[src/polyline_pkg.sv]
`default_nettype none
package polyline_pkg;

  // ******************************
  // widths
  localparam int addr_bits     = 32; // host address space
  localparam int buf_addr_bits = 10; // 1024 words of 16 bits
  localparam int coord_bits    = 16; // x, y, colour and length

  // upper address half selects the page
  localparam logic [15:0] page_points = 16'h1cdd; // point buffer, x/y msb first
  localparam logic [15:0] page_regs   = 16'h1cde; // colour, length, plot

  // st7789 commands
  localparam logic [7:0] lcd_caset = 8'h2a; // column window
  localparam logic [7:0] lcd_raset = 8'h2b; // row window
  localparam logic [7:0] lcd_ramwr = 8'h2c; // memory write

  // ******************************
  // host opcode, first byte of a frame
  typedef enum logic [7:0] {
    op_write = 8'h00,
    op_read  = 8'h01  // accepted, nothing driven back
  } spi_op_t;

  typedef enum logic [2:0] {
    ds_idle,   // wait for plot
    ds_check,  // more segments left?
    ds_read,   // four buffer words
    ds_pix,    // forward pixels
    ds_drain   // last burst on the lcd
  } draw_state_t;

  typedef enum logic {
    rs_idle,
    rs_run
  } raster_state_t;

  typedef enum logic [2:0] {
    ls_idle,
    ls_caset,
    ls_col,    // x msb, lsb, msb, lsb
    ls_raset,
    ls_row,    // same for y
    ls_ramwr,
    ls_color   // colour msb, lsb
  } lcd_state_t;

endpackage
`default_nettype wire
[src/line_raster.sv]
`timescale 1ns/1ns
`default_nettype none
module line_raster (
  input  wire                                clk, arst_n,
  input  wire                                start,
  input  wire  [polyline_pkg::coord_bits-1:0] x0, y0, x1, y1,
  input  wire                                step,   // take current pixel
  output logic [polyline_pkg::coord_bits-1:0] px, py,
  output logic                               pix_valid,
  output logic                               last    // px,py is the end point
);
  import polyline_pkg::*;

  raster_state_t      state;
  logic signed [19:0] diff_x, diff_y;
  logic signed [19:0] abs_dx, neg_dy;
  logic signed [19:0] dx, dy;  // dy kept negative
  logic signed [19:0] err, e2;
  logic               x_neg, y_neg; // step direction
  logic               step_x, step_y;

  assign diff_x = $signed({4'b0, x1}) - $signed({4'b0, x0});
  assign diff_y = $signed({4'b0, y1}) - $signed({4'b0, y0});
  assign abs_dx = diff_x[19] ? -diff_x : diff_x;
  assign neg_dy = diff_y[19] ? diff_y : -diff_y;

  assign e2     = err <<< 1;
  assign step_x = (e2 >= dy);
  assign step_y = (e2 <= dx);

  assign pix_valid = (state == rs_run);
  assign last      = pix_valid && (px == x1) && (py == y1);

  always_ff @(posedge clk or negedge arst_n) begin
    if (!arst_n)
      state <= rs_idle;
    else if (start)
      state <= rs_run;
    else if (step && last)
      state <= rs_idle; // end pixel consumed
  end

  // ******************************
  // bresenham stepper, err = dx + dy
  always_ff @(posedge clk) begin
    if (start) begin
      px    <= x0;
      py    <= y0;
      x_neg <= diff_x[19];
      y_neg <= diff_y[19];
      dx    <= abs_dx;
      dy    <= neg_dy;
      err   <= abs_dx + neg_dy;
    end else if (step && pix_valid && !last) begin
      if (step_x)
        px <= x_neg ? px - 1'b1 : px + 1'b1;
      if (step_y)
        py <= y_neg ? py - 1'b1 : py + 1'b1;
      err <= err + (step_x ? dy : 20'sd0) + (step_y ? dx : 20'sd0);
    end
  end

  // every pixel stays inside the box spanned by the end points
  assert property (@(posedge clk) disable iff (!arst_n) pix_valid |->
    (x_neg ? (px <= x0 && px >= x1) : (px >= x0 && px <= x1)) &&
    (y_neg ? (py <= y0 && py >= y1) : (py >= y0 && py <= y1)));

endmodule
`default_nettype wire

[config.mk]
export PLATFORM = sky130hd
export DESIGN_NAME = line_raster
export DESIGN_NICKNAME = d
export VERILOG_FILES = /design/src/polyline_pkg.sv /design/src/line_raster.sv
export SDC_FILE = /design/constraint.sdc
export NUM_CORES = 1
export LEC_CHECK = 0
export BUFFER_PORTS_ARGS = -buffer_cell sky130_fd_sc_hd__buf_2
export CAP_MARGIN = 10
export CORE_UTILIZATION = 66
export DETAILED_ROUTE_END_ITERATION = 8
export HOLD_SLACK_MARGIN = 0.03
export PLACE_DENSITY = 0.85
export RECOVER_POWER = 100
export SYNTH_ARGS = -nofsm -noshare
export SYNTH_HDL_FRONTEND = slang
export SYNTH_SLANG_ARGS = --single-unit
[constraint.sdc]
create_clock -name clk -period 11.7 [get_ports clk]
set_clock_uncertainty 0.2 [all_clocks]
set_input_delay 2.34 -clock clk [delete_from_list [all_inputs] [get_ports clk]]
set_output_delay 2.34 -clock clk [all_outputs]
set_load 0.005 [all_outputs]
==> run summary <==
CP max-delay cell: fa_1
Bufs on Longest Clock Path: 2
Die ar.: 16100 um2
Psw: 1430 uW
Reg power frac: 21.9%
Critical Path Start Type: primary input
max incr delay on CP: 0.44 ns
number of global-route vias before repair: 8783
routability cong.: 0.961
sequential cell area: 2820 um2
CTS resizes: 0
post-detail-place hpwl: 20300 um
post-layout minimum cycle time: 7.70 ns
Filler Cell Count: 1152
Worst Setup SP: y1[0]
nets: 1505
Avg Inst Size Synth: 8.75 um2
fin. max-slew vios: 136
Max VDD drop: 0.152 mV
Hold Path End: pix_valid$_DFFE_PN0P_
total chip power: 3070 uW
Seq/Total Area, Yosys: 27.4%
Power Density: 272 nW/um2
first-pass GRT wire length: 41900 um
core area: 15200 um2
Mapped Cells: 1177
Clock transition at path regs: 0.07 ns
CTS H-tree lvls: 3
Worst EP arrival: 7.48 ns
Final Cycle Share: 65.9%
cts hold-fix bufs: 0
top_reg_cell synth: edfxtp_1
Pleak: 0.00518 uW
Worst Reg2Reg Path Length in Cells: 22
antenna viol nets, final: 0
Final Setup Violations: 0
DIE HEIGHT: 127 um
WP buf/inv: 3
Worst EP required: 11.48 ns
FF+latch count, synth: 94
drt total wl: 25300 um
area share of the largest cell type after synthesis: 27.1%
WHS Path Cells: 2
DRT Pass-1 Iters: 5
FF-to-FF setup slack: 5.66 ns
Worst slew margin: -112%
Sw Ratio: 46.5%
reg2reg end: err[17]$_DFFE_PP_
finished layout cell area: 11300 um2
Worst Path Max Fanout: 12
clock network fraction of design power: 9.9%
worst skew pair latency: 0.36 ns
global route overflow: 0
wire per inst: 17.2 um
I/O Pins: 102
Area Overhead vs Synth: 9.42%
HP Start: pix_valid$_DFFE_PN0P_
Post-route DRC: 0
Synth area leaders: edfxtp_1 (27%), ha_1 (16%), xnor2_1 (4.9%)
initial core utilization: 67.7%
DRT iter0 DRCs: 589
violated checks: max-capacitance violations, max-slew violations
most used cell, CP: a21oi_1
Crit. End Element: flop
worst reg2reg startpoint: err[16]$_DFFE_PP_
Synth cell types: 67
via count: 9095
port bufs: 101
Post-synth EDFFs: 93
TritonCTS clock tree: built
Post-CTS Setup Repair Bufs: 0
outcome: finished with violations
total internal power: 1640 uW
async set or reset register ratio after synthesis: 1.06%
commonest non-fill, non-tap cells in the layout: ha_1 (135), inv_1 (131), edfxtp_1 (93)
Total Routing Usage GR: 33.0%
WHS: 0.462 ns
synthesized area: 10300 um2
Setup CP Type: in2reg
Fin. Hold Viols: 0
Root Buffer: clkbuf_16
dpl cell area: 11000 um2
Die W: 127 um
RSZ-0062 raised after global routing: false
CTS buffer count: 9
largest net degree at the start of global routing: 78
worst hold path class: reg2reg
setup TNS: 0 ns
diode count: 0
layout cells sized above 1: 9.52%
post-layout util: 74.1%
Worst Tran Pin Value: 3.17 ns
CTS Sinks: 94
most area-hungry cell type in the Yosys netlist: edfxtp_1
Yosys warnings: 0
most common cell after layout, fill and taps aside: ha_1
total of max-cap violations: 2
delay-heaviest family, CP: compound AO/OA/AOI/OAI gates
Comb pwr share: 68.2%
fmax: 130 MHz
area of the multi-input gates: 6920 um2
initial antenna violation count: 0
Via-to-Cell Ratio: 6.19
Rows: 45
==> worst max-delay path by stage <==
stage	endpoint	slack [ns]	cells past startpoint
final	err[18]$_DFFE_PP_	4.00	25
after global routing	err[18]$_DFFE_PP_	3.32	26
after CTS	err[18]$_DFFE_PP_	4.21	25
after detailed placement	err[18]$_DFFE_PP_	3.81	25
after global placement	err[18]$_DFFE_PP_	4.02	25
after floorplan	err[18]$_DFFE_PP_	4.52	26
==> flip-flops by register name (all words and copies together) (netlist names) <==
register	flops
dx	20
dy	20
err	19
px	16
py	16
pix_valid	1
x_neg	1
y_neg	1
==> worst min-delay path, cell delays in order (launching register included) <==
cell	delay (ns)
dfrtp_1	0.48
nand2_1	0.10
nand2_1	0.05
==> stage by stage <==
stage / setup slack (ns) / cells
3_5_place_dp: 3.81 / 1455
4_1_cts: 4.21 / 1470
2_1_floorplan: 4.52 / 1180
3_3_place_gp: 4.02 / 1455
5_1_grt: 3.32 / 1470
6_report: 4.00 / 1470
==> per-layer routing <==
metal | up-vias | global-route usage [%] | part of all wire, %
li1 | 4439 | - | -
met1 | 4211 | 44.9 | 44
met2 | 388 | 53.7 | 45
met3 | 57 | 3.25 | 7.2
met4 | 0 | 14.6 | 3.7
met5 | - | 0 | 0
==> synth_stat cells (15+ instances only) <==
cell type	instances
fa_1	24
o31ai_1	15
o21ai_0	86
nand3_1	25
ha_1	135
o21a_1	24
edfxtp_1	93
and2_1	20
xor2_1	51
nor2_1	89
and3_1	17
nor3_1	26
a21oi_1	82
a21o_1	28
nand2_1	82
inv_1	131
xnor2_1	58
==> final cells by class <==
cell class / count / area share (%)
multi-input combinational: 936 / 61.4
inverter: 131 / 4.37
timing repair buffer: 106 / 4.55
clock inverter: 5 / 0.533
tap: 188 / 2.09
clock buffer: 10 / 2.03
sequential: 94 / 25.0
==> power by group through the flow <==
| stage | Clock (uW) | Sequential (uW) | Combinational (uW) |
|---|---|---|---|
| 2_1_floorplan | 0 | 642 | 1580 |
| 3_3_place_gp | 0 | 673 | 1980 |
| 5_1_grt | 316 | 686 | 2350 |
| 4_1_cts | 303 | 667 | 2080 |
| 3_5_place_dp | 0 | 674 | 2050 |
| 6_report | 303 | 672 | 2090 |
==> cell families after synthesis <==
kind of cell	count (synthesis)	synth area share, %
fa+ha+maj	159	21.1
mux	6	0.620
compound gates	321	19.8
xor+xnor	110	9.49
other cells	1	0.0364
flops	94	27.4
buf+inv	150	5.47
simple gates	336	16.1
No activity file was read; power rests on OpenSTA's default activity.
