**src/polyline_pkg.sv**
```systemverilog
`default_nettype none
package polyline_pkg;

  // ******************************
  // widths
  localparam int addr_bits     = 32; // host address space
  localparam int buf_addr_bits = 10; // 1024 words of 16 bits
  localparam int coord_bits    = 16; // x, y, colour and length

  // upper address half selects the page
  localparam logic [15:0] page_points = 16'h1cdd; // point buffer, x/y msb first
  localparam logic [15:0] page_regs   = 16'h1cde; // colour, length, plot

  // st7789 commands
  localparam logic [7:0] lcd_caset = 8'h2a; // column window
  localparam logic [7:0] lcd_raset = 8'h2b; // row window
  localparam logic [7:0] lcd_ramwr = 8'h2c; // memory write

  // ******************************
  // host opcode, first byte of a frame
  typedef enum logic [7:0] {
    op_write = 8'h00,
    op_read  = 8'h01  // accepted, nothing driven back
  } spi_op_t;

  typedef enum logic [2:0] {
    ds_idle,   // wait for plot
    ds_check,  // more segments left?
    ds_read,   // four buffer words
    ds_pix,    // forward pixels
    ds_drain   // last burst on the lcd
  } draw_state_t;

  typedef enum logic {
    rs_idle,
    rs_run
  } raster_state_t;

  typedef enum logic [2:0] {
    ls_idle,
    ls_caset,
    ls_col,    // x msb, lsb, msb, lsb
    ls_raset,
    ls_row,    // same for y
    ls_ramwr,
    ls_color   // colour msb, lsb
  } lcd_state_t;

endpackage
`default_nettype wire
```
**src/spi_write_slave.sv**
```systemverilog
`timescale 1ns/1ns
`default_nettype none
module spi_write_slave #(
  parameter int addr_bits = polyline_pkg::addr_bits
) (
  input  wire                  clk, arst_n,
  input  wire                  spi_csn, spi_sclk, spi_mosi,
  output logic                 wr,     // one clk per data byte
  output logic [addr_bits-1:0] addr,
  output logic [7:0]           wdata
);
  import polyline_pkg::*;

  logic [1:0] csn_s;
  logic [2:0] sclk_s;   // third tap for edge detect
  logic [1:0] mosi_s;
  logic       sclk_rise;
  logic [7:0] sh;       // bits shifted in so far
  logic [7:0] byte_in;
  logic [2:0] bit_cnt;
  logic [2:0] byte_cnt; // 0 opcode, 1..4 address, 5 data
  spi_op_t    op;

  // two flop synchronisers
  always_ff @(posedge clk or negedge arst_n) begin
    if (!arst_n) begin
      csn_s  <= 2'b11;
      sclk_s <= 3'b000;
      mosi_s <= 2'b00;
    end else begin
      csn_s  <= {csn_s[0], spi_csn};
      sclk_s <= {sclk_s[1:0], spi_sclk};
      mosi_s <= {mosi_s[0], spi_mosi};
    end
  end

  assign sclk_rise = sclk_s[1] & ~sclk_s[2];
  assign byte_in   = {sh[6:0], mosi_s[1]}; // msb first

  // ******************************
  // frame decode
  always_ff @(posedge clk or negedge arst_n) begin
    if (!arst_n) begin
      bit_cnt  <= '0;
      byte_cnt <= '0;
      op       <= op_write;
      wr       <= 1'b0;
      addr     <= '0;
    end else begin
      wr <= 1'b0;
      if (wr)
        addr <= addr + 1'b1; // next data byte goes one up
      if (csn_s[1]) begin
        bit_cnt  <= '0;      // new frame starts at the opcode
        byte_cnt <= '0;
      end else if (sclk_rise) begin
        bit_cnt <= bit_cnt + 1'b1;
        if (bit_cnt == 3'd7) begin
          if (byte_cnt != 3'd5)
            byte_cnt <= byte_cnt + 1'b1; // stick in data phase
          case (byte_cnt)
            3'd0:    op   <= spi_op_t'(byte_in);
            3'd5:    wr   <= (op == op_write); // reads are dropped
            default: addr <= {addr[addr_bits-9:0], byte_in};
          endcase
        end
      end
    end
  end

  always_ff @(posedge clk) begin
    if (!csn_s[1] && sclk_rise) begin
      sh <= byte_in;
      if (bit_cnt == 3'd7 && byte_cnt == 3'd5)
        wdata <= byte_in;
    end
  end

  // strobes only come from inside a frame, even after sync delay
  assert property (@(posedge clk) disable iff (!arst_n) $rose(wr) |-> !spi_csn);

endmodule
`default_nettype wire

```
**config.mk**
```make
export PLATFORM = sky130hd
export DESIGN_NAME = spi_write_slave
export DESIGN_NICKNAME = d
export VERILOG_FILES = /design/src/polyline_pkg.sv /design/src/spi_write_slave.sv
export SDC_FILE = /design/constraint.sdc
export NUM_CORES = 1
export LEC_CHECK = 0
export BUFFER_PORTS_ARGS = -buffer_cell sky130_fd_sc_hd__buf_2
export CAP_MARGIN = 15
export CORE_MARGIN = 2
export CORE_UTILIZATION = 34
export DETAILED_ROUTE_END_ITERATION = 8
export SLEW_MARGIN = 20
export SYNTH_ARGS = -nofsm -noshare
export SYNTH_HDL_FRONTEND = slang
export SYNTH_SLANG_ARGS = --single-unit
```
**constraint.sdc**
```tcl
create_clock -name clk -period 2.9 [get_ports clk]
set_input_delay 0.435 -clock clk [delete_from_list [all_inputs] [get_ports clk]]
set_output_delay 0.435 -clock clk [all_outputs]
set_load 0.02 [all_outputs]
```
==> results.sh <==
export IMPL_run_status="finished clean"
export IMPL_yosys_area_top_type_share_pct=39.7
export IMPL_drtPass1Iterations=4
export IMPL_grt_overflow_total=0
export IMPL_power_leakage_nw=1.68
export IMPL_vias_per_cell=4.86
export IMPL_finalSetupViolCount=0
export IMPL_p_switching_mw=0.392
export IMPL_n_antenna_cell=0
export IMPL_internal_power_mw=1.32
export IMPL_synth_top_area_cell="dfrtp_1"
export IMPL_critPathCaptureType="register"
export IMPL_ant_nets=0
export IMPL_drive_gt1_share_pct=27.3
export IMPL_rows=35
export IMPL_finClkSkew_ps=6.49
export IMPL_numCtsBuffers=9
export IMPL_drtIter0Drc=82
export IMPL_post_route_period_util_pct=70.1
export IMPL_grt_pass1_vias=2151
export IMPL_cp_max_fo=30
export IMPL_path_clk_slew_ps=70
export IMPL_irDropWorstVdd_uv=353
export IMPL_avgSynthCellArea_um2=11.2
export IMPL_power_density_nw_per_um2=453
export IMPL_place_inst=454
export IMPL_pwr_share_comb_pct=1.6
export IMPL_holdBufCountCts=0
export IMPL_seqCellArea_um2=1800
export IMPL_max_slew_margin_pct=54.2
export IMPL_hpwl_um=4670
export IMPL_fp_dieW_um=102
export IMPL_place_area_um2=3600
export IMPL_synth_area_top_cells="dfrtp_1 (40%), edfxtp_1 (14%), xnor2_1 (6.9%), a21oi_1 (5.3%), nor2_1 (4.8%)"
export IMPL_fin_nets=347
export IMPL_ys_warnings_count=0
export IMPL_io_buffers=45
export IMPL_sequentialPowerShare_pct=59.0
export IMPL_wl_um=6800
export IMPL_arrival_ps=2300
export IMPL_fin_tns_setup_ps=0
export IMPL_max_freq_mhz=492
export IMPL_die_height_um=102
export IMPL_worstSetupPathType="register to register"
export IMPL_grt_antenna_before_repair=0
export IMPL_synth_top_family_by_area="simple AND/OR/NAND/NOR gates"
export IMPL_start_kind="register"
export IMPL_grt_setup_unrepaired="no"
export IMPL_clock_latency_ps=340
export IMPL_multi_input_area_um2=1350
export IMPL_cts_setup_buffers=0
export IMPL_synth_cell_type_count=39
export IMPL_power_frac_clock_pct=39.4
export IMPL_synthAdderAreaFrac_pct=2.29
export IMPL_finalCoreUtilization_pct=40.6
export IMPL_drc_errors=0
export IMPL_wl_per_cell_um=14.5
export IMPL_design_area_um2=3770
export IMPL_core_area_um2=9280
export IMPL_slew_violations=0
export IMPL_worstMarginPinSlew_ps=684
export IMPL_via_count=2284
export IMPL_synthXorXnorAreaFrac_pct=8.55
export IMPL_clock_sinks=69
export IMPL_syn_area_um2=3280
export IMPL_critPathRequiredTime_ps=3170
export IMPL_syn_to_final_growth_pct=15.0
export IMPL_grt_pass1_wl_um=11000
export IMPL_synth_compound_gate_area_share_pct=5.96
export IMPL_post_cts_resized=0
export IMPL_yosysSeqAreaShare_pct=55.1
export IMPL_ios=46
export IMPL_grt_max_degree=31
export IMPL_syn_nets=303
export IMPL_clockRootBuffer="clkbuf_8"
export IMPL_instances_no_fill=470
export IMPL_swShare_pct=23.0
export IMPL_hold_viol=0
export IMPL_fin_crit_ps=2030
export IMPL_die_area_um2=10400
export IMPL_fillers=951
export IMPL_synthSimpleGateAreaFrac_pct=20.7
export IMPL_synthCells=292
export IMPL_initial_core_util_pct=35.3
export IMPL_grt_usage_pct=13.8
export IMPL_ys_ff_latch=69
export IMPL_synthMuxAreaShare_pct=3.67
export IMPL_gp_congestion=0.780
export IMPL_drv_cap=0
export IMPL_cts_tree="yes"
export IMPL_min_path_type="input pin to async pin"
export IMPL_cts_buffer_depth=2
export IMPL_p_total_mw=1.71
export IMPL_htree_levels=3
[per-stage QoR]
step / hold slack (ps) / setup WS [ps]
after floorplan: 139 / 1120
after global placement: 334 / 952
after detailed placement: 337 / 891
after CTS: 113 / 863
after global routing: 143 / 683
final: 104 / 868
[cell usage after synthesis, drive strengths merged]
cell / number
a21oi: 35
and3: 6
and4: 6
and4bb: 1
buf: 10
clkbuf: 5
dfrtp: 52
dfstp: 2
edfxtp: 15
ha: 6
inv: 6
mux2: 8
mux2i: 3
nand2: 17
nand2b: 1
nand3: 8
nand3b: 1
nand4: 12
nor2: 42
nor2b: 1
nor3: 10
nor4: 9
o21a: 1
o21ai: 1
o31ai: 1
or2: 1
xnor2: 26
xor2: 6
[sequential cells by signal, summed over array words and instances, names as in the netlist]
name	count
wdata	8
wr	1
sclk_s	3
bit_cnt	3
byte_cnt	3
op	8
addr	32
mosi_s	2
csn_s	2
sh	7
[critical path, cell delays in order (launching register included)]
cell and delay [ps]:
dfrtp_1 400, ha_1 200, ha_1 180, and4bb_2 250, nand2_2 400, buf_4 320, nor2_1 60, a21oi_1 130
[metal layers]
metal	vias up	track usage (%)	share of wire [%]	routed length, µm
met5	-	0	0	0
li1	1106	-	-	-
met4	0	3.69	1.1	72
met2	45	21.4	47	3200
met3	9	4.86	5.4	368
met1	1124	18.6	46	3150
[final timing paths]
| check | startpoint | end | slack (ps) | depth (start not counted) |
|---|---|---|---|---|
| worst max-delay path | bit_cnt[0] | addr[21] | 870 | 7 |
| worst min-delay path | arst_n | addr[23] | 100 | 1 |
| worst max register to register | bit_cnt[0] | addr[21] | 870 | 7 |
| worst min register to register | sclk_s[0] | sclk_s[1] | 350 | 0 |
| max in group asynchronous | arst_n | csn_s[0] | 2160 | 2 |
| min in group clk | spi_csn | csn_s[0] | 180 | 1 |
[final cells by class]
cell class	instances	share of cell area, %
Clock inverter	6	1.10
Inverter	6	0.598
Sequential cell	69	47.9
Timing Repair Buffer	48	6.91
Tap cell	129	4.28
Multi-Input combinational cell	202	35.9
Clock buffer	10	3.39
[layout by cell type, fill, tap and decap left out, types with 2 or more instances in the layout]
cell type | synthesis | final
clkinv_2 | 0 | 2
a21oi_1 | 35 | 35
dfstp_2 | 2 | 2
xnor2_1 | 26 | 26
dfrtp_1 | 52 | 52
nand3_1 | 7 | 7
nor3_1 | 8 | 8
xor2_1 | 6 | 6
and4_4 | 2 | 2
nor4_2 | 7 | 7
and4_1 | 3 | 3
and3_1 | 5 | 5
mux2i_1 | 3 | 3
mux2_2 | 8 | 8
inv_1 | 6 | 6
nand4_1 | 10 | 10
edfxtp_1 | 15 | 15
nor2_1 | 42 | 42
nand2_1 | 16 | 15
nand2_2 | 1 | 2
nand4_4 | 2 | 2
nor4_1 | 2 | 2
buf_4 | 4 | 2
nor3_2 | 2 | 2
ha_1 | 6 | 6
clkinvlp_4 | 0 | 3
clkbuf_8 | 0 | 9
buf_2 | 3 | 45
[power by group through the flow]
stage	Clock [mW]	Combinational [mW]	Sequential (mW)
floorplan	0	0.00797	1.02
global placement	0	0.0291	1.03
detailed placement	0	0.0293	1.03
CTS	0.692	0.0294	1.01
global route	0.731	0.0327	1.01
finish	0.673	0.0277	1.01
[kinds of logic (layout without fill, tap and decap cells)]
kind of cell               after synthesis  in the layout
AOI/OAI and AO/OA                       38             38
xor gates and xnor gates                32             32
muxes                                   11             11
buffers and inverters                   21             70
and+or+nand+nor                        115            115
DFF                                     69             69
adders and majority gates                6              6
Power figures use the tool's default switching activity.
