<file path="config.mk">
export PLATFORM = sky130hd
export DESIGN_NAME = lcd_pixel_writer
export DESIGN_NICKNAME = d
export VERILOG_FILES = /design/src/polyline_pkg.sv /design/src/lcd_pixel_writer.sv
export SDC_FILE = /design/constraint.sdc
export NUM_CORES = 1
export LEC_CHECK = 0
export BUFFER_PORTS_ARGS = -buffer_cell sky130_fd_sc_hd__buf_2
export CAP_MARGIN = 0
export CORE_MARGIN = 3
export CORE_UTILIZATION = 50
export DETAILED_ROUTE_END_ITERATION = 16
export GPL_TIMING_DRIVEN = 0
export HOLD_SLACK_MARGIN = 0.08
export PLACE_DENSITY_LB_ADDON = 0.05
export REMOVE_ABC_BUFFERS = 1
export SLEW_MARGIN = 0
export SYNTH_ARGS = -nofsm -noshare
export SYNTH_HDL_FRONTEND = slang
export SYNTH_SLANG_ARGS = --single-unit
</file>
<file path="constraint.sdc">
create_clock -name clk -period 3.25 [get_ports clk]
set_input_delay 0.4875 -clock clk [delete_from_list [all_inputs] [get_ports clk]]
set_output_delay 0.4875 -clock clk [all_outputs]
set_load 0.05 [all_outputs]
</file>
<file path="src/polyline_pkg.sv">
`default_nettype none
package polyline_pkg;

  // ******************************
  // widths
  localparam int addr_bits     = 32; // host address space
  localparam int buf_addr_bits = 10; // 1024 words of 16 bits
  localparam int coord_bits    = 16; // x, y, colour and length

  // upper address half selects the page
  localparam logic [15:0] page_points = 16'h1cdd; // point buffer, x/y msb first
  localparam logic [15:0] page_regs   = 16'h1cde; // colour, length, plot

  // st7789 commands
  localparam logic [7:0] lcd_caset = 8'h2a; // column window
  localparam logic [7:0] lcd_raset = 8'h2b; // row window
  localparam logic [7:0] lcd_ramwr = 8'h2c; // memory write

  // ******************************
  // host opcode, first byte of a frame
  typedef enum logic [7:0] {
    op_write = 8'h00,
    op_read  = 8'h01  // accepted, nothing driven back
  } spi_op_t;

  typedef enum logic [2:0] {
    ds_idle,   // wait for plot
    ds_check,  // more segments left?
    ds_read,   // four buffer words
    ds_pix,    // forward pixels
    ds_drain   // last burst on the lcd
  } draw_state_t;

  typedef enum logic {
    rs_idle,
    rs_run
  } raster_state_t;

  typedef enum logic [2:0] {
    ls_idle,
    ls_caset,
    ls_col,    // x msb, lsb, msb, lsb
    ls_raset,
    ls_row,    // same for y
    ls_ramwr,
    ls_color   // colour msb, lsb
  } lcd_state_t;

endpackage
`default_nettype wire
</file>
<file path="src/lcd_pixel_writer.sv">
`timescale 1ns/1ns
`default_nettype none
module lcd_pixel_writer #(
  parameter int clk_div = 2  // clk cycles per lcd bit, 2 or more
) (
  input  wire                                clk, arst_n,
  input  wire                                pix_go,
  input  wire  [polyline_pkg::coord_bits-1:0] pix_x, pix_y, pix_color,
  output logic                               lcd_busy,
  output logic                               lcd_sclk, lcd_mosi, lcd_dc,
  output logic                               lcd_csn, lcd_resn
);
  import polyline_pkg::*;

  localparam int               div_w    = $clog2(clk_div);
  localparam logic [div_w-1:0] div_half = div_w'(clk_div/2 - 1); // rising edge here
  localparam logic [div_w-1:0] div_last = div_w'(clk_div - 1);

  lcd_state_t            state, nxt_state;
  logic [coord_bits-1:0] x_q, y_q, c_q; // held for the whole burst
  logic [7:0]            shreg, nxt_byte;
  logic                  nxt_dc;
  logic [1:0]            bcnt;          // data byte within a group
  logic [2:0]            bit_cnt;
  logic [div_w-1:0]      div_cnt;

  assign lcd_busy = (state != ls_idle);
  assign lcd_mosi = shreg[7];

  // ******************************
  // byte that follows the current one
  always_comb begin
    nxt_state = state;
    nxt_byte  = 8'h00;
    nxt_dc    = 1'b1;
    case (state)
      ls_caset: begin
        nxt_state = ls_col;
        nxt_byte  = x_q[15:8];
      end
      ls_col: begin
        if (bcnt == 2'd3) begin
          nxt_state = ls_raset;
          nxt_byte  = lcd_raset;
          nxt_dc    = 1'b0;
        end else begin
          nxt_byte = bcnt[0] ? x_q[15:8] : x_q[7:0]; // start and end column
        end
      end
      ls_raset: begin
        nxt_state = ls_row;
        nxt_byte  = y_q[15:8];
      end
      ls_row: begin
        if (bcnt == 2'd3) begin
          nxt_state = ls_ramwr;
          nxt_byte  = lcd_ramwr;
          nxt_dc    = 1'b0;
        end else begin
          nxt_byte = bcnt[0] ? y_q[15:8] : y_q[7:0];
        end
      end
      ls_ramwr: begin
        nxt_state = ls_color;
        nxt_byte  = c_q[15:8];
      end
      ls_color: begin
        if (bcnt == 2'd1)
          nxt_state = ls_idle; // rgb565 done
        else
          nxt_byte = c_q[7:0];
      end
      default: ;
    endcase
  end

  always_ff @(posedge clk or negedge arst_n) begin
    if (!arst_n) begin
      state    <= ls_idle;
      shreg    <= '0;
      bcnt     <= '0;
      bit_cnt  <= '0;
      div_cnt  <= '0;
      lcd_sclk <= 1'b1;  // idle high
      lcd_csn  <= 1'b1;
      lcd_dc   <= 1'b0;
      lcd_resn <= 1'b0;
    end else begin
      lcd_resn <= 1'b1;  // no init sequence, just release
      if (state == ls_idle) begin
        if (pix_go) begin
          state    <= ls_caset;
          shreg    <= lcd_caset;
          lcd_dc   <= 1'b0;
          lcd_csn  <= 1'b0;
          lcd_sclk <= 1'b0; // falling edge, msb out
          bcnt     <= '0;
          bit_cnt  <= '0;
          div_cnt  <= '0;
        end
      end else begin
        div_cnt <= div_cnt + 1'b1;
        if (div_cnt == div_half)
          lcd_sclk <= 1'b1;
        if (div_cnt == div_last) begin
          div_cnt <= '0;
          bit_cnt <= bit_cnt + 1'b1; // wraps at byte end
          if (bit_cnt != 3'd7) begin
            shreg    <= {shreg[6:0], 1'b0};
            lcd_sclk <= 1'b0;
          end else if (nxt_state == ls_idle) begin
            state   <= ls_idle;
            lcd_csn <= 1'b1;  // sclk stays high
          end else begin
            state    <= nxt_state;
            shreg    <= nxt_byte;
            lcd_dc   <= nxt_dc;
            lcd_sclk <= 1'b0;
            bcnt     <= (nxt_state == state) ? bcnt + 1'b1 : 2'd0;
          end
        end
      end
    end
  end

  always_ff @(posedge clk) begin
    if (pix_go && state == ls_idle) begin
      x_q <= pix_x;
      y_q <= pix_y;
      c_q <= pix_color;
    end
  end

  // the plotter has to wait for the previous burst
  assert property (@(posedge clk) disable iff (!arst_n) pix_go |-> !lcd_busy);

endmodule
`default_nettype wire

</file>
==> qor.txt, run 1 <==
Max_cap viols -> 0
Pre-antenna DRT Iters -> 4
Max FO, Critical Path -> 42
Setup CP Type -> reg2out
First-pass GRT wire length -> 10600 um
Syn avg cell area -> 13.2 um2
Die Y -> 87.1 um
Worst Setup Start Kind -> register
Switching Fraction -> 0.384
IO Count -> 57
Gr ovfl total -> 0
Slew margin rel. -> 0.0836
Seq/Total Area, Yosys -> 0.600
Synthesized area -> 0.00328 mm2
Comb pwr share -> 0.362
Pin count of the biggest net entering global routing -> 43
GR Util met2 -> 0.291
Final Net Count -> 357
Clk buf depth -> 2
Root buffer cell -> clkbuf_8
Crit path max-delay family -> flip-flops
Count of final setup violators -> 0
FP Rows -> 28
Tightest Pin Transition -> 1.37 ns
HP Class -> in2async
Slowest stage delay, CP -> 1.26 ns
NetSw -> 0.00131 W
Post-synth EDFFs -> 48
Initial antenna violation count -> 0
FF-to-FF path depth -> 5
GRT met3 Usage -> 0.0520
Busiest grt layer -> met2
Total Routing Usage GR -> 0.186
Crit. End Element -> output port
Power per standard cell area -> 905 mW/mm2
DP Area -> 0.00358 mm2
Total leakage power -> 1.50 nW
#FFs+latches synth -> 69
Post-detail-place hpwl -> 4530 um
Final hold vios -> 0
Clock power share -> 0.197
Initial DRC Count -> 184
Most frequent cell after synthesis -> edfxtp_1
Starting density of the core -> 0.536
P_int -> 0.00210 W
CTS sink count -> 69
Vias per Instance -> 5.76
Top cells by count, synth -> 48 x edfxtp_1, 20 x mux2i_1, 19 x dfrtp_1
Top cells by area, synth -> edfxtp_1 44%, dfrtp_1 14%, mux2i_1 6.1%
Setup bufs post-CTS -> 0
Slew Limit Fails -> 0
Vias -> 2202
Core Util, Final -> 0.616
Die ar. -> 0.00758 mm2
Area leader, netlist -> edfxtp_1
Crit-path slowest cell -> dfrtp_1
Status -> finished clean
Vias in the first global route -> 2192
Worst-path clk slew -> 0.07 ns
Synth Flop Type -> edfxtp_1
Reg power frac -> 0.441
# hold bufs at CTS -> 0
VDD IR-drop max -> 0.000579 V
Post-cts sizing count -> 0
Layout cells sized above 1 -> 0.264
CP Depth -> 2
Routed WL per cell -> 17.0 um
Crit path required time -> 2.76 ns
Inserted Clock Buffers -> 9
Post-synth cell types -> 61
Area growth from synthesis to layout -> 14.9%
Routed Antenna Nets -> 0
WP data arrival -> 2.30 ns
CTS tree -> yes
R2R Setup Slk -> 0.53 ns
Synth Warn # -> 0
Ant. Diodes -> 0
GPL Wtd Cong -> 0.840
CP bufs+invs -> 1
Worst skew pair latency -> 0.34 ns
FMAX -> 0.358 GHz
WL final -> 6490 um
Core ar. -> 0.00613 mm2
Min Clock Period, post-route -> 2.79 ns
I/O Buffers -> 56
RSZ-0062 raised after global routing -> false
DRC -> 0
Met1 GRT Util -> 0.251
Chip width -> 87.1 um
Clk_skew -> 0.00780 ns
Period utilization -> 0.859
Asr flop ratio synth -> 0.304
Final Power -> 0.00341 W
Final instance area -> 0.00377 mm2
H-tree Lvls -> 3
Crit-path cells -> or3_1, buf_2
Yosys top cell area share -> 0.439
Post-synthesis cell count -> 249
==> power groups by stage <==
stage | Clock (W) | Sequential (W) | Combinational [W]
2_1_floorplan | 0 | 0.00150 | 0.000878
3_3_place_gp | 0 | 0.00153 | 0.00119
3_5_place_dp | 0 | 0.00153 | 0.00124
4_1_cts | 0.000694 | 0.00151 | 0.00125
5_1_grt | 0.000733 | 0.00155 | 0.00137
6_report | 0.000671 | 0.00151 | 0.00124
==> sequential cells by signal, indices dropped and copies added (netlist names) <==
| register | flops |
|---|---|
| bcnt | 2 |
| bit_cnt | 3 |
| c_q | 16 |
| div_cnt | 1 |
| lcd_csn | 1 |
| lcd_dc | 1 |
| lcd_resn | 1 |
| lcd_sclk | 1 |
| shreg | 8 |
| state | 3 |
| x_q | 16 |
| y_q | 16 |
==> worst paths after layout <==
check | startpoint | end
max | state[2] | lcd_busy
max in group asynchronous | arst_n | lcd_csn
min reg2reg | bit_cnt[0] | bit_cnt[0]
max reg2reg | bcnt[0] | shreg[0]
min | arst_n | state[1]
min in group clk | pix_x[11] | x_q[11]
==> layout by cell type, fill, tap and decap left out, drive strengths merged, types with 5 or more instances in the layout <==
cell / n
a21o: 5
mux2i: 20
edfxtp: 48
nor2b: 5
nand3b: 6
inv: 7
a22o: 7
nand2b: 5
nand3: 6
dfrtp: 19
buf: 59
clkbuf: 11
a21oi: 18
nor2: 11
nand2: 7
==> worst reg2reg max path: stages (launching register included) <==
cell and delay (ns):
dfrtp_1 1.02, ha_1 0.49, nand4b_1 0.31, o21ai_2 0.47, nor2_1 0.12, a22o_1 0.21
==> per-layer routing <==
layer | up-vias | wire length, um | part of all wire
met1 | 1060 | 2900 | 0.45
met5 | - | 0 | 0
li1 | 1081 | - | -
met4 | 0 | 80 | 0.012
met3 | 8 | 334 | 0.051
met2 | 53 | 3170 | 0.49
==> cell type report <==
type / count / area, um2
tap: 75 / 93.8
fill: 526 / 2360
sequential: 69 / 1970
timing repair buffer: 59 / 318
clock buffer: 11 / 131
inverter: 7 / 26.3
clock inverter: 5 / 61.3
multi-input combinational: 156 / 1170
==> cells by family (layout without fill, tap and decap cells) <==
group | Yosys count | count (layout) | share of synthesized area
compound gates | 74 | 74 | 0.169
flops | 69 | 69 | 0.600
simple gates | 55 | 55 | 0.104
buf+inv | 24 | 82 | 0.0430
mux | 21 | 21 | 0.0644
fa+ha+maj | 5 | 5 | 0.0183
other cells | 1 | 1 | 0.00114
==> through the flow <==
step / setup TNS [ns] / hold WS, ns / instances / worst slack, ns
2_1_floorplan: -0.584 / 0.192 / 232 / -0.136
3_3_place_gp: -51.68 / 0.471 / 363 / -1.29
3_5_place_dp: 0 / 0.471 / 366 / 0.513
4_1_cts: 0 / 0.0959 / 382 / 0.458
5_1_grt: 0 / 0.113 / 382 / 0.307
6_report: 0 / 0.0936 / 382 / 0.459
Power figures use the tool's default switching activity.
==> run 2, diff against run 1 <==
--- a/config.mk
+++ b/config.mk
@@ -13,6 +13,7 @@
 export GPL_TIMING_DRIVEN = 0
 export HOLD_SLACK_MARGIN = 0.08
 export PLACE_DENSITY_LB_ADDON = 0.05
+export RECOVER_POWER = 50
 export REMOVE_ABC_BUFFERS = 1
 export SLEW_MARGIN = 0
 export SYNTH_ARGS = -nofsm -noshare
==> run 2 against run 1 <==
Compared with the run above: critical path depth did not move; fmax barely moved; worst setup slack hardly changed; combinational power barely moved; flip-flop and latch count stayed put; sequential share of layout area rose by 0.052 points.
==> qor.txt, run 2 (synthesis results as in run 1) <==
HP Class -> in2reg
Final Power -> 0.00341 W
Setup bufs post-CTS -> 0
Vias -> 2204
Period utilization -> 0.859
R2R Setup Slk -> 0.53 ns
First-pass GRT wire length -> 10600 um
Die Y -> 87.1 um
Pin count of the biggest net entering global routing -> 43
IO Count -> 57
Status -> finished clean
Clk buf depth -> 2
Inserted Clock Buffers -> 9
FILL cells -> 527
Crit path max-delay family -> flip-flops
CTS sink count -> 69
Ant. Diodes -> 0
Routed WL per cell -> 17.0 um
Slowest stage delay, CP -> 1.26 ns
GPL Wtd Cong -> 0.840
Slew Limit Fails -> 0
Chip width -> 87.1 um
Crit. Startpoint -> state[2]
Commonest non-fill, non-tap cell in the layout -> buf_2
Reg2reg end -> shreg[0]
Clk_skew -> 0.00780 ns
Final instance area -> 0.00377 mm2
Power per standard cell area -> 906 mW/mm2
Worst r2r src -> bcnt[0]
Worst skew pair latency -> 0.34 ns
CP Depth -> 2
VDD IR-drop max -> 0.000579 V
# hold bufs at CTS -> 0
Total leakage power -> 1.49 nW
CTS tree -> yes
Crit-path slowest cell -> dfrtp_1
Total Routing Usage GR -> 0.186
Area growth from synthesis to layout -> 14.8%
I/O Buffers -> 56
Initial antenna violation count -> 0
Pre-antenna DRT Iters -> 4
Setup CP Type -> reg2out
FMAX -> 0.358 GHz
Starting density of the core -> 0.536
CP bufs+invs -> 1
DRC -> 0
H-tree Lvls -> 3
Tightest Pin Transition -> 1.37 ns
Hold WS -> 0.315 ns
Post-detail-place hpwl -> 4530 um
Gr ovfl total -> 0
Die ar. -> 0.00758 mm2
Post-cts sizing count -> 0
WP data arrival -> 2.30 ns
Routed Antenna Nets -> 0
Worst Setup Start Kind -> register
FP Rows -> 28
Worst-path clk slew -> 0.07 ns
Initial DRC Count -> 184
Worst setup path endpoint -> lcd_busy
Max FO, Critical Path -> 42
Vias per Instance -> 5.77
Crit-path cells -> or3_1, buf_2
RSZ-0062 raised after global routing -> false
Root buffer cell -> clkbuf_8
Core ar. -> 0.00613 mm2
Most frequent cells in the layout -> 53 x buf_2, 48 x edfxtp_1, 20 x mux2i_1
Crit path required time -> 2.76 ns
FF-to-FF path depth -> 5
WL final -> 6490 um
Top flop regs -> c_q: 16 flops, x_q: 16 flops, y_q: 16 flops
DP Area -> 0.00358 mm2
Layout cells sized above 1 -> 0.254
Count of final setup violators -> 0
Final hold vios -> 0
Min Clock Period, post-route -> 2.79 ns
Final Net Count -> 357
Slew margin rel. -> 0.0839
Crit. End Element -> output port
Setup Total Neg Slack -> 0 ns
Max_cap viols -> 0
Vias in the first global route -> 2192
-- run 2: how the worst min path moves through the flow --
| stage | start | to | slack, ns | cells past startpoint |
|---|---|---|---|---|
| 3_3_place_gp | bit_cnt[0] | bit_cnt[0] | 0.47 | 1 |
| 5_1_grt | pix_y[3] | y_q[3] | 0.29 | 1 |
| 3_5_place_dp | arst_n | bit_cnt[2] | 0.47 | 1 |
| 6_report | pix_x[11] | x_q[11] | 0.32 | 1 |
| 2_1_floorplan | arst_n | bcnt[0] | 0.19 | 0 |
| 4_1_cts | arst_n | bit_cnt[1] | 0.1 | 1 |
-- run 2: metal layers --
layer | vias up | routed length, um | global-route usage
li1 | 1081 | - | -
met1 | 1062 | 2900 | 0.251
met2 | 53 | 3170 | 0.291
met3 | 8 | 335 | 0.0520
met4 | 0 | 80 | 0.0637
met5 | - | 0 | 0
-- run 2: layout make-up --
class / count / area [um2] / area share
flip-flops and latches: 69 / 1970 / 0.522
multi-input cells: 156 / 1170 / 0.311
repair buffers: 59 / 314 / 0.0833
clock buffers: 11 / 131 / 0.0348
well taps: 75 / 93.8 / 0.0249
clock inverters: 5 / 61.3 / 0.0163
inverters: 7 / 26.3 / 0.00697
-- run 2: where the power goes --
group | switching [W] | internal, W
sequential | 0.000322 | 0.00119
combinational | 0.000673 | 0.000563
clock | 0.000316 | 0.000356
-- run 2: through the flow --
step | util | std cells | worst slack, ns
final | 0.615 | 382 | 0.460
after global routing | 0.615 | 382 | 0.307
after CTS | 0.616 | 382 | 0.458
after detailed placement | 0.584 | 366 | 0.513
after global placement | 0.578 | 363 | -1.29
after floorplan | - | 232 | -0.136
